[src/verilog/isa_pkg.sv]
/*
 * isa_pkg: RV64I encoding definitions. Holds the opcode and funct3 codes,
 * the ALU operation set and the instruction word with its format views.
 */
`default_nettype none

package isa_pkg;

    localparam int xlen = 64;  // data path width

    // major opcodes, bits [6:0]
    localparam logic [6:0] op_lui     = 7'b0110111;
    localparam logic [6:0] op_auipc   = 7'b0010111;
    localparam logic [6:0] op_jal     = 7'b1101111;
    localparam logic [6:0] op_jalr    = 7'b1100111;
    localparam logic [6:0] op_branch  = 7'b1100011;
    localparam logic [6:0] op_load    = 7'b0000011;
    localparam logic [6:0] op_store   = 7'b0100011;
    localparam logic [6:0] op_opimm   = 7'b0010011;
    localparam logic [6:0] op_op      = 7'b0110011;
    localparam logic [6:0] op_opimm32 = 7'b0011011;
    localparam logic [6:0] op_op32    = 7'b0111011;
    localparam logic [6:0] op_system  = 7'b1110011;

    // funct3 for the integer ops
    localparam logic [2:0] f3_add_sub = 3'b000;
    localparam logic [2:0] f3_sll     = 3'b001;
    localparam logic [2:0] f3_slt     = 3'b010;
    localparam logic [2:0] f3_sltu    = 3'b011;
    localparam logic [2:0] f3_xor     = 3'b100;
    localparam logic [2:0] f3_srl_sra = 3'b101;
    localparam logic [2:0] f3_or      = 3'b110;
    localparam logic [2:0] f3_and     = 3'b111;

    typedef enum logic [3:0] {
        add, sub, sll, slt, sltu, xor_op, srl, sra, or_op, and_op, pass_b, addw, subw
    } alu_op_e;

    typedef struct packed {
        logic [6:0] funct7;
        logic [4:0] rs2;
        logic [4:0] rs1;
        logic [2:0] funct3;
        logic [4:0] rd;
        logic [6:0] opcode;
    } r_fmt_t;

    typedef struct packed {
        logic [11:0] imm_11_0;
        logic [4:0]  rs1;
        logic [2:0]  funct3;
        logic [4:0]  rd;
        logic [6:0]  opcode;
    } i_fmt_t;

    typedef struct packed {
        logic [6:0] imm_11_5;
        logic [4:0] rs2;
        logic [4:0] rs1;
        logic [2:0] funct3;
        logic [4:0] imm_4_0;
        logic [6:0] opcode;
    } s_fmt_t;

    typedef struct packed {
        logic       imm_12;
        logic [5:0] imm_10_5;
        logic [4:0] rs2;
        logic [4:0] rs1;
        logic [2:0] funct3;
        logic [3:0] imm_4_1;
        logic       imm_11;
        logic [6:0] opcode;
    } b_fmt_t;

    typedef struct packed {
        logic [19:0] imm_31_12;
        logic [4:0]  rd;
        logic [6:0]  opcode;
    } u_fmt_t;

    typedef struct packed {
        logic       imm_20;
        logic [9:0] imm_10_1;
        logic       imm_11;
        logic [7:0] imm_19_12;
        logic [4:0] rd;
        logic [6:0] opcode;
    } j_fmt_t;

    // one 32-bit word, read through whichever format the opcode calls for
    typedef union packed {
        logic [31:0] raw;
        r_fmt_t      r_fmt;
        i_fmt_t      i_fmt;
        s_fmt_t      s_fmt;
        b_fmt_t      b_fmt;
        u_fmt_t      u_fmt;
        j_fmt_t      j_fmt;
    } inst_u;

endpackage

`default_nettype wire
[src/verilog/pipe_pkg.sv]
/*
 * pipe_pkg: pipeline bundles passed between decode and the later stages,
 * i.e. the control word, forwarded results and the decode stage output.
 */
`default_nettype none

package pipe_pkg;

    import isa_pkg::*;

    // write-back data source
    localparam logic [1:0] wr_sel_alu = 2'd0;
    localparam logic [1:0] wr_sel_mem = 2'd1;
    localparam logic [1:0] wr_sel_pc4 = 2'd2;

    typedef struct packed {
        logic       rf_wr_en;
        logic [1:0] rf_wr_sel;
        logic       do_jump;
        logic       is_branch;
        logic [2:0] br_type;     // branch funct3
        logic       alu_a_sel;   // 1 = pc
        logic       alu_b_sel;   // 1 = immediate
        alu_op_e    alu_ctrl;
        logic [2:0] dm_rd_ctrl;  // 0 = none, else funct3 + 1
        logic [2:0] dm_wr_ctrl;
        logic       is_debug;
    } ctrl_t;

    // result a later stage can hand back
    typedef struct packed {
        logic            wr_en;
        logic [4:0]      rd;
        logic [xlen-1:0] data;
    } fwd_src_t;

    typedef struct packed {
        logic [xlen-1:0] pc;
        logic [4:0]      rd;
        logic [4:0]      rs1;
        logic [4:0]      rs2;
        logic [xlen-1:0] imm;
        ctrl_t           ctrl;
    } id_out_t;

endpackage

`default_nettype wire

[src/verilog/decode_top.sv]
/*
 * decode_top: instruction decode slice. Connects the stage register, the
 * register file and the operand forwarding.
 */
`default_nettype none

module decode_top
    import isa_pkg::*;
    import pipe_pkg::*;
(
    input  wire              clk,
    input  wire              reset,
    input  wire              stall,
    input  wire              flush,
    input  wire inst_u       instruction,
    input  wire [xlen-1:0]   pc,
    input  wire fwd_src_t    ex_fwd,
    input  wire fwd_src_t    mem_fwd,
    input  wire fwd_src_t    wb_wr,
    output id_out_t          id_out,
    output logic [xlen-1:0]  rs1_data,
    output logic [xlen-1:0]  rs2_data
);

    logic [xlen-1:0] rf_rs1_data;  // raw array reads
    logic [xlen-1:0] rf_rs2_data;

    id_stage u_id_stage (
        .clk         (clk),
        .reset       (reset),
        .stall       (stall),
        .flush       (flush),
        .instruction (instruction),
        .pc          (pc),
        .id_out      (id_out)
    );

    reg_file u_reg_file (
        .clk      (clk),
        .reset    (reset),
        .rs1      (id_out.rs1),
        .rs2      (id_out.rs2),
        .wb_wr    (wb_wr),
        .rs1_data (rf_rs1_data),
        .rs2_data (rf_rs2_data)
    );

    forward_unit u_forward_unit (
        .rs1         (id_out.rs1),
        .rs2         (id_out.rs2),
        .ex_fwd      (ex_fwd),
        .mem_fwd     (mem_fwd),
        .rf_rs1_data (rf_rs1_data),
        .rf_rs2_data (rf_rs2_data),
        .rs1_data    (rs1_data),
        .rs2_data    (rs2_data)
    );

endmodule

`default_nettype wire

[src/verilog/id_stage.sv]
/*
 * id_stage: ID/EX stage register. Decodes the incoming instruction,
 * latches control, pc and the instruction word, and handles stall and
 * flush. The immediate is rebuilt from the latched word.
 */
`default_nettype none

module id_stage
    import isa_pkg::*;
    import pipe_pkg::*;
(
    input  wire              clk,
    input  wire              reset,
    input  wire              stall,
    input  wire              flush,
    input  wire inst_u       instruction,
    input  wire [xlen-1:0]   pc,
    output id_out_t          id_out
);

    ctrl_t           ctrl_d;
    ctrl_t           ctrl_q;
    inst_u           inst_q;
    logic [xlen-1:0] pc_q;
    logic [xlen-1:0] imm;

    ctrl_decoder u_ctrl_decoder (
        .inst (instruction),
        .ctrl (ctrl_d)
    );

    imm_gen u_imm_gen (
        .inst (inst_q),
        .imm  (imm)
    );

    always_ff @(posedge clk or negedge reset) begin
        if (!reset) begin
            ctrl_q <= '0;
            inst_q <= '0;
            pc_q   <= '0;
        end else if (flush) begin       // bubble, wins over stall
            ctrl_q <= '0;
            inst_q <= '0;
            pc_q   <= '0;
        end else if (!stall) begin
            ctrl_q <= ctrl_d;
            inst_q <= instruction;
            pc_q   <= pc;
        end
    end

    // register fields sit in the same place for every format
    always_comb begin
        id_out.pc   = pc_q;
        id_out.rd   = inst_q.r_fmt.rd;
        id_out.rs1  = inst_q.r_fmt.rs1;
        id_out.rs2  = inst_q.r_fmt.rs2;
        id_out.imm  = imm;
        id_out.ctrl = ctrl_q;
    end

    // a flushed slot must not write registers or memory
    a_flush_bubble: assert property (
        @(posedge clk) disable iff (!reset)
        flush |=> (!id_out.ctrl.rf_wr_en && id_out.ctrl.dm_wr_ctrl == 3'd0)
    );

endmodule

`default_nettype wire

[src/verilog/forward_unit.sv]
/*
 * forward_unit: picks each source operand from EX, then MEM, then the
 * register file. Address x0 is never forwarded.
 */
`default_nettype none

module forward_unit
    import isa_pkg::*;
    import pipe_pkg::*;
(
    input  wire [4:0]        rs1,
    input  wire [4:0]        rs2,
    input  wire fwd_src_t    ex_fwd,
    input  wire fwd_src_t    mem_fwd,
    input  wire [xlen-1:0]   rf_rs1_data,
    input  wire [xlen-1:0]   rf_rs2_data,
    output logic [xlen-1:0]  rs1_data,
    output logic [xlen-1:0]  rs2_data
);

    function automatic logic [xlen-1:0] pick(input logic [4:0] addr,
                                             input logic [xlen-1:0] rf_data,
                                             input fwd_src_t ex, input fwd_src_t mem);
        if (addr == 5'd0) return rf_data;               // rf gives zero here
        if (ex.wr_en && ex.rd == addr) return ex.data;  // youngest first
        if (mem.wr_en && mem.rd == addr) return mem.data;
        return rf_data;
    endfunction

    assign rs1_data = pick(rs1, rf_rs1_data, ex_fwd, mem_fwd);
    assign rs2_data = pick(rs2, rf_rs2_data, ex_fwd, mem_fwd);

endmodule

`default_nettype wire

[src/verilog/reg_file.sv]
/*
 * reg_file: 32 x 64 integer register file, two asynchronous reads and one
 * write port. x0 reads zero; a same-cycle write is visible on the reads.
 */
`default_nettype none

module reg_file
    import isa_pkg::*;
    import pipe_pkg::*;
(
    input  wire              clk,
    input  wire              reset,
    input  wire [4:0]        rs1,
    input  wire [4:0]        rs2,
    input  wire fwd_src_t    wb_wr,
    output logic [xlen-1:0]  rs1_data,
    output logic [xlen-1:0]  rs2_data
);

    logic [xlen-1:0] regs [32];
    logic            wr_hit;

    assign wr_hit = wb_wr.wr_en && (wb_wr.rd != 5'd0);

    always_ff @(posedge clk or negedge reset) begin
        if (!reset) begin
            for (int i = 0; i < 32; i++) begin
                regs[i] <= '0;
            end
        end else if (wr_hit) begin
            regs[wb_wr.rd] <= wb_wr.data;
        end
    end

    // read side, write-through ahead of the array
    assign rs1_data = (rs1 == 5'd0)               ? '0         :
                      (wr_hit && wb_wr.rd == rs1) ? wb_wr.data : regs[rs1];
    assign rs2_data = (rs2 == 5'd0)               ? '0         :
                      (wr_hit && wb_wr.rd == rs2) ? wb_wr.data : regs[rs2];

    // attempted writes to x0 must leave it at zero
    a_x0_zero: assert property (
        @(posedge clk) disable iff (!reset)
        (wb_wr.wr_en && wb_wr.rd == 5'd0) |=> (regs[0] == '0)
    );

endmodule

`default_nettype wire

[src/verilog/imm_gen.sv]
/*
 * imm_gen: rebuilds the sign-extended immediate of the I, S, B, U or J
 * format selected by the opcode. Other opcodes give zero.
 */
`default_nettype none

module imm_gen
    import isa_pkg::*;
(
    input  wire inst_u       inst,
    output logic [xlen-1:0]  imm
);

    always_comb begin
        case (inst.raw[6:0])
            op_jalr, op_load, op_opimm, op_opimm32, op_system:
                imm = {{52{inst.i_fmt.imm_11_0[11]}}, inst.i_fmt.imm_11_0};
            op_store:
                imm = {{52{inst.s_fmt.imm_11_5[6]}}, inst.s_fmt.imm_11_5,
                       inst.s_fmt.imm_4_0};
            op_branch:
                imm = {{51{inst.b_fmt.imm_12}}, inst.b_fmt.imm_12, inst.b_fmt.imm_11,
                       inst.b_fmt.imm_10_5, inst.b_fmt.imm_4_1, 1'b0};  // halfword offset
            op_lui, op_auipc:
                imm = {{32{inst.u_fmt.imm_31_12[19]}}, inst.u_fmt.imm_31_12, 12'b0};
            op_jal:
                imm = {{43{inst.j_fmt.imm_20}}, inst.j_fmt.imm_20, inst.j_fmt.imm_19_12,
                       inst.j_fmt.imm_11, inst.j_fmt.imm_10_1, 1'b0};
            default:
                imm = '0;  // r-type and unknown
        endcase
    end

endmodule

`default_nettype wire

[src/verilog/ctrl_decoder.sv]
/*
 * ctrl_decoder: combinational table from opcode, funct3 and funct7 to the
 * pipeline control word. Unknown opcodes decode to an all-zero bubble.
 */
`default_nettype none

module ctrl_decoder
    import isa_pkg::*;
    import pipe_pkg::*;
(
    input  wire inst_u inst,
    output ctrl_t      ctrl
);

    logic [2:0] funct3;
    logic       f7_b5;

    assign funct3 = inst.r_fmt.funct3;
    assign f7_b5  = inst.r_fmt.funct7[5];

    // integer op from funct3; word forms only differ for add/sub
    function automatic alu_op_e alu_sel(input logic [2:0] f3, input logic alt,
                                        input logic imm_form, input logic word);
        alu_op_e op;
        case (f3)
            f3_add_sub: begin
                if (alt && !imm_form) op = sub;  // no subi
                else op = add;
            end
            f3_sll:  op = sll;
            f3_slt:  op = slt;
            f3_sltu: op = sltu;
            f3_xor:  op = xor_op;
            f3_srl_sra: begin
                if (alt) op = sra;
                else op = srl;
            end
            f3_or:   op = or_op;
            f3_and:  op = and_op;
            default: op = add;
        endcase
        if (word && op == add) op = addw;
        if (word && op == sub) op = subw;
        return op;
    endfunction

    always_comb begin
        ctrl = '0;
        case (inst.r_fmt.opcode)
            op_op, op_op32: begin
                ctrl.rf_wr_en  = 1'b1;
                ctrl.rf_wr_sel = wr_sel_alu;
                ctrl.alu_ctrl  = alu_sel(funct3, f7_b5, 1'b0, inst.r_fmt.opcode == op_op32);
            end
            op_opimm, op_opimm32: begin
                ctrl.rf_wr_en  = 1'b1;
                ctrl.alu_b_sel = 1'b1;
                ctrl.alu_ctrl  = alu_sel(funct3, f7_b5, 1'b1,
                                         inst.i_fmt.opcode == op_opimm32);
            end
            op_load: begin
                ctrl.rf_wr_en   = 1'b1;
                ctrl.rf_wr_sel  = wr_sel_mem;
                ctrl.alu_b_sel  = 1'b1;
                ctrl.alu_ctrl   = add;              // base + offset
                ctrl.dm_rd_ctrl = funct3 + 3'd1;
            end
            op_store: begin
                ctrl.alu_b_sel  = 1'b1;
                ctrl.alu_ctrl   = add;
                ctrl.dm_wr_ctrl = inst.s_fmt.funct3 + 3'd1;
            end
            op_branch: begin
                ctrl.is_branch = 1'b1;
                ctrl.br_type   = inst.b_fmt.funct3;
                ctrl.alu_ctrl  = sub;               // compare rs1 - rs2
            end
            op_jal: begin
                ctrl.rf_wr_en  = 1'b1;
                ctrl.rf_wr_sel = wr_sel_pc4;
                ctrl.do_jump   = 1'b1;
                ctrl.alu_a_sel = 1'b1;              // target = pc + imm
                ctrl.alu_b_sel = 1'b1;
                ctrl.alu_ctrl  = add;
            end
            op_jalr: begin
                ctrl.rf_wr_en  = 1'b1;
                ctrl.rf_wr_sel = wr_sel_pc4;
                ctrl.do_jump   = 1'b1;
                ctrl.alu_b_sel = 1'b1;              // target = rs1 + imm
                ctrl.alu_ctrl  = add;
            end
            op_lui: begin
                ctrl.rf_wr_en  = 1'b1;
                ctrl.alu_b_sel = 1'b1;
                ctrl.alu_ctrl  = pass_b;
            end
            op_auipc: begin
                ctrl.rf_wr_en  = 1'b1;
                ctrl.alu_a_sel = 1'b1;
                ctrl.alu_b_sel = 1'b1;
                ctrl.alu_ctrl  = add;
            end
            op_system: begin
                ctrl.is_debug = 1'b1;               // no csr support
            end
            default: ctrl = '0;
        endcase
    end

endmodule

`default_nettype wire

[config.mk]
export PLATFORM = sky130hd
export DESIGN_NAME = decode_top
export DESIGN_NICKNAME = d
export VERILOG_FILES = /design/src/verilog/isa_pkg.sv /design/src/verilog/pipe_pkg.sv /design/src/verilog/decode_top.sv /design/src/verilog/id_stage.sv /design/src/verilog/forward_unit.sv /design/src/verilog/reg_file.sv /design/src/verilog/imm_gen.sv /design/src/verilog/ctrl_decoder.sv
export SDC_FILE = /design/constraint.sdc
export NUM_CORES = 2
export LEC_CHECK = 0
export BUFFER_PORTS_ARGS = -buffer_cell sky130_fd_sc_hd__buf_2
export CAP_MARGIN = 10
export CELL_PAD_IN_SITES_DETAIL_PLACEMENT = 1
export CELL_PAD_IN_SITES_GLOBAL_PLACEMENT = 2
export CORE_MARGIN = 2
export CORE_UTILIZATION = 49
export CTS_CLUSTER_SIZE = 28
export DETAILED_ROUTE_END_ITERATION = 7
export PLACE_DENSITY = 0.93
export SLEW_MARGIN = 25
export SYNTH_ARGS = -nofsm -noshare
export SYNTH_HDL_FRONTEND = slang
export SYNTH_SLANG_ARGS = --single-unit
export TNS_END_PERCENT = 10
[constraint.sdc]
create_clock -name clk -period 4.1 [get_ports clk]
set_clock_uncertainty 0.2 [all_clocks]
set_input_delay 0.41 -clock clk [delete_from_list [all_inputs] [get_ports clk]]
set_output_delay 0.41 -clock clk [all_outputs]
set_load 0.05 [all_outputs]
---- Yosys cells after proc, flatten, opt, wreduce, memory -nomap -nowiden ----
Cells that the tools add are included.
word-level totals
  bits in registers ....................... 2,165
operators by class
  add/subtract/negate cells ............... 1
  order comparisons ....................... 4
  eq/ne operators ......................... 38
  multiplexer cells ....................... 66
  bitwise logic cells ..................... 3
  reductions and logical operators ........ 26
operators by type and width
  kind                                                                   number
  2048-bit bitwise mux                                                   1
  64-bit 2-to-1 mux                                                      23
  64-bit binary-select mux with 5-bit select                             2
  64-bit demux with 5-bit select                                         1
  64-bit case mux with 5 select lines                                    1
  32-bit 2-to-1 mux                                                      2
  4-bit case mux with 8 select lines                                     2
  7-bit equality test, second input constant                             8
  7-bit by 5-bit equality test with 1-bit output, second input constant  6
  7-bit by 6-bit equality test with 1-bit output, second input constant  6
  21-bit 2-to-1 mux                                                      2
  4-bit 2-to-1 mux                                                       9
  5-bit equality test                                                    6
  1-bit 2-to-1 mux                                                       19
  6-bit >= comparator, second input constant                             3
  5-bit inverter with 6-bit output                                       3
  4-bit case mux with 4 select lines                                     1
  7-bit by 2-bit equality test with 1-bit output, second input constant  2
  3-bit equality test, second input constant                             4
  1-bit logical AND                                                      12
  5-bit zero test                                                        2
  2-bit OR reduction                                                     5
  9-bit OR reduction                                                     1
  4-bit by 1-bit equality test with 1-bit output, second input constant  2
  12 further kinds                                                       15

---- Longest topological paths before layout ----
  depth in word-level cells ............... 13
  gate-level depth with buffers ........... 12

---- Modules after synthesis ----
A second synthesis with hierarchy kept.
unflattened totals
  cells, all modules ...................... 8,309
  area, all modules ....................... 118,182.1 sq um
modules (own cells, without submodules)
  module        times used  cells an instance  area an instance (sq um)
  reg_file      1           7,386              108,648.0
  id_stage      1           392                4,829.6
  forward_unit  1           351                3,472.1
  imm_gen       1           104                745.7
  ctrl_decoder  1           76                 486.7

---- Worst setup path after synthesis ----
Ideal clock, no wire load.
  path kind ............................... reg-to-output
  from .................................... register u_id_stage.inst_q[20] in the netlist's numbering
  to ...................................... output port rs2_data[19]
  arrival time ............................ 4.268 ns
  required time ........................... 3.490 ns
  slack ................................... -0.778 ns
  cell stages (with the launch flop) ...... 10
  path through ............................ dfrtp_1 > buf_6 > buf_6 > buf_8 > xor2_1 > nor4_2 > and3_1 > clkbuf_1 > a211oi_1 > a2111oi_0
between the ends
  longest elaborated chain between the ends .. 12
  elaborated cells on any way between the ends .. 25
  those cells by class .................... 3 x eq/ne; 17 x mux; 1 x bitwise; 4 x reduce/logical
ends and longest elaborated chain
  what                                                    RTL line            text
  start, declared                                         id_stage.sv:23      inst_u inst_q;
  start signal, assigned                                  id_stage.sv:48      inst_q <= instruction;
  5-bit inverter with 6-bit output (implied by the code)  reg_file.sv:39      (wr_hit && wb_wr.rd == rs2) ? wb_wr.data : regs[rs2];
  64-bit binary-select mux with 5-bit select              reg_file.sv:39
  64-bit 2-to-1 mux (implied by the code) (2 in a row)    reg_file.sv:39
  64-bit 2-to-1 mux                                       reg_file.sv:39
  64-bit 2-to-1 mux                                       reg_file.sv:38      assign rs2_data = (rs2 == 5'd0) ? '0 :
  64-bit 2-to-1 mux                                       forward_unit.sv:24  if (addr == 5'd0) return rf_data;
  64-bit 2-to-1 mux                                       forward_unit.sv:25  if (ex.wr_en && ex.rd == addr) return ex.data;
  64-bit 2-to-1 mux                                       forward_unit.sv:26  if (mem.wr_en && mem.rd == addr) return mem.data;
  64-bit 2-to-1 mux                                       forward_unit.sv:27  return rf_data;
  64-bit 2-to-1 mux                                       forward_unit.sv:26
  64-bit 2-to-1 mux (*)                                   forward_unit.sv:25
  end, declared                                           decode_top.sv:22    output logic [xlen-1:0] rs2_data
Every way passes the cells marked *; elsewhere a longest branch is shown, timed or not. The select of a mux whose other input is x is not followed.

---- Worst setup path after layout ----
  from .................................... register u_id_stage.inst_q[20] in the netlist's numbering
  to ...................................... output port rs2_data[56]
The elaborated chain is that of the path after synthesis.

==> flow_metrics.tcl <==
set metrics [dict create \
    firstDrtPassIters 8 \
    grt.total_usage 0.437 \
    cts.sinks 2164 \
    fmax_mhz 206 \
    timing.final.ws_setup_ns -0.745 \
    synthSimpleGateAreaFrac 0.0297 \
    share_comb_of_total_power 0.241 \
    p_int_mw 46.5 \
    ir_worst_vdd_v 0.000464 \
    rows 179 \
    violations "DRC, setup timing" \
    synth_compound_area_frac 0.0448 \
    clock_latency_ns 0.91 \
    synthCells 8209 \
    synth_fp_nets 8525 \
    remaining_drc_errors 16 \
    async_reset_ff_frac 1.00 \
    synth_adder_area_share 0.000638 \
    grt_pass1_wl_mm 761 \
    path_clk_slew_ns 0.06 \
    io_pins 602 \
    instances_no_fill 12200 \
    crit_required_ns 3.49 \
    syn_area_sq_um 118000 \
    ant_nets 0 \
    layout-drive-gt1-share 0.541 \
    p_sw_mw 22.9 \
    wirelength_mm 562 \
    start_util 0.494 \
    via_per_inst 7.81 \
    reg2reg_depth 5 \
    power.share.clock 0.334 \
    final_hold_viol_count 0 \
    status "finished with violations" \
    cp-end-kind "output port" \
    syn2layout_area_growth_pct 19.3 \
    nets 9140 \
    grt-ovfl-total 0 \
    grt_max_degree 181 \
    hold_path_depth 2 \
    syn_avg_cell_area_sq_um 14.3 \
    cts_tree "yes" \
    synthTopCellsByCount "2164 x dfrtp_1, 2012 x mux2_2, 1047 x mux4_2, 552 x clkbuf_1, 373 x mux2i_1" \
    period_minus_slack_ns 4.84 \
    final_util 0.589 \
    start_kind "flop" \
    synth_top_area_cell "dfrtp_1" \
    fin_crit_sh 1.18 \
    grt_antenna_before_repair 68 \
    seqPwrFrac 0.425 \
    vias 95500 \
    dieWidth_microns 494 \
    synth.distinct_cells 66 \
    rsz0062_at_grt "true" \
    cts_buffer_depth 3 \
    cts_made_buffers 228 \
    dp_hpwl_mm 287 \
    core_area_sq_um 238000 \
    hp-class "input pin to flop" \
    yosysSeqAreaShare 0.460 \
    p_sw_frac 0.330 \
    clock-root-buffer "clkbuf_16" \
    crit_fanout 8 \
    path_class "flop to output port" \
    synth_top_family_by_area "multiplexers" \
    setup_violations 128 \
    yosysTopAreaCellShare 0.460 \
    synth.most_common_cell "dfrtp_1" \
    htree_levels 4 \
    place.gp.congestion 0.894 \
    synthXorXnorAreaFrac 0.00223 \
    hold_slack_ns 0.0439 \
    power_leakage_nw 60.1 \
    synth_top_cells_by_area "dfrtp_1 46%, mux4_2 20%, mux2_2 19%, mux2i_1 3.2%, clkbuf_1 1.8%" \
    dp_cells 11400 \
    powerDensity_nw_per_um2 495 \
    synthMuxAreaShare 0.425 \
    synth-seq-cells 2164 \
    io_buffers 601 \
    relSlewSlack 0.151 \
    ys_warn_count 0 \
    ys.flop_type "dfrtp_1" \
    dieHeight_microns 494 \
    cp.arrival_ns 4.23 \
    wl_per_cell_microns 46.0 \
    drtIter0Drc 14700 \
    slew_viol_final 0 \
    cap_viol_max_count 0 \
    dieArea_sq_um 244000 \
    synth_edf_count 0 \
    grt_pass1_vias 98100 \
    pre_cts_slack_ns 0.0981 \
    worstMarginPinSlew_ns 1.27 \
]
worst max-delay path, cell delays in order (launching register included):
cell       delay, ns
dfrtp_4         0.59
buf_12          0.22
buf_12          0.15
clkbuf_16       0.16
and2_4          0.22
nand2_1         0.36
o22ai_4         0.17
a21oi_2         0.33
o211ai_1        0.50
a21oi_1         0.34
buf_4           0.24
final cells by class:
type,instances,area (sq um)
diodes,44,110
well taps,3167,3960
flip-flops and latches,2164,54200
repair buffers,1376,13600
clock inverters,102,1400
clock buffers,319,6560
fillers,21700,97900
multi-input cells,5042,60600
inverters,12,45.0
layer usage:
layer | up-vias | track usage | share of wire
met2 | 9945 | 0.642 | 0.43
met5 | - | 0.00117 | 0.00058
li1 | 32800 | - | -
met3 | 3892 | 0.173 | 0.14
met4 | 48 | 0.369 | 0.11
met1 | 48800 | 0.500 | 0.31
through the flow:
stage	power [mW]	instance area, sq um	setup TNS (ns)
after global placement	41.6	127000	-0.461
after detailed placement	43.1	127000	0
after global routing	70.4	140000	-52.82
after CTS	66.8	139000	-32.86
final	69.5	140000	-49.96
after floorplan	37.5	118000	-3.43
registers in the layout (all words and copies together), names as in the netlist:
name	flops
u_reg_file.regs	2048
u_id_stage.pc_q	64
u_id_stage.inst_q	32
u_id_stage.id_out	20
power groups by stage:
stage | clock network (mW) | registers [mW] | logic (mW)
floorplan | 0 | 27.4 | 10.1
global placement | 0 | 28.1 | 13.5
detailed placement | 0 | 28.8 | 14.3
CTS | 22.6 | 28.7 | 15.4
global route | 23.7 | 29.5 | 17.1
finish | 23.2 | 29.5 | 16.7
kinds of logic after synthesis:
kind of cell               Yosys count
AOI/OAI and AO/OA                  798
DFF                               2164
xor gates and xnor gates            30
muxes                             3432
buffers and inverters             1005
adders and majority gates            6
and+or+nand+nor                    774
path summary, 6_finish.rpt:
| check | from | end | slack (ns) |
|---|---|---|---|
| min in group asynchronous | reset | u_reg_file.regs[1166] | 0.21 |
| worst min register to register | u_reg_file.regs[1999] | u_reg_file.regs[1999] | 0.20 |
| worst max register to register | u_id_stage.inst_q[22] | u_id_stage.inst_q[22] | 1.62 |
| max in group asynchronous | reset | u_id_stage.inst_q[23] | 2.33 |
| worst min-delay path | wb_wr[59] | u_reg_file.regs[507] | 0.04 |
| worst max-delay path | u_id_stage.inst_q[20] | rs2_data[56] | -0.74 |
cell usage in the layout (no fill, tap or decap), drive strengths merged, types with 123 or more instances in the layout:
| cell type | synthesis | layout |
|---|---|---|
| o21ai | 255 | 255 |
| mux4 | 1047 | 1047 |
| mux2 | 2012 | 2012 |
| dfrtp | 2164 | 2164 |
| mux2i | 373 | 373 |
| dlygate4sd3 | 0 | 198 |
| nand2 | 265 | 265 |
| clkbuf | 552 | 338 |
| a21oi | 123 | 123 |
| nor2 | 236 | 236 |
| buf | 441 | 1156 |
repair_timing:
item | in CTS | in global routing
gates cloned | 18 | 10
hold endpoints to repair | 2434 | 0
setup endpoints to repair | 128 | 134
hold buffers | 199 | 0
pin swaps | 38 | 27
setup buffers | 52 | 45
resized for setup | 289 | 177
Power figures use the tool's default switching activity.
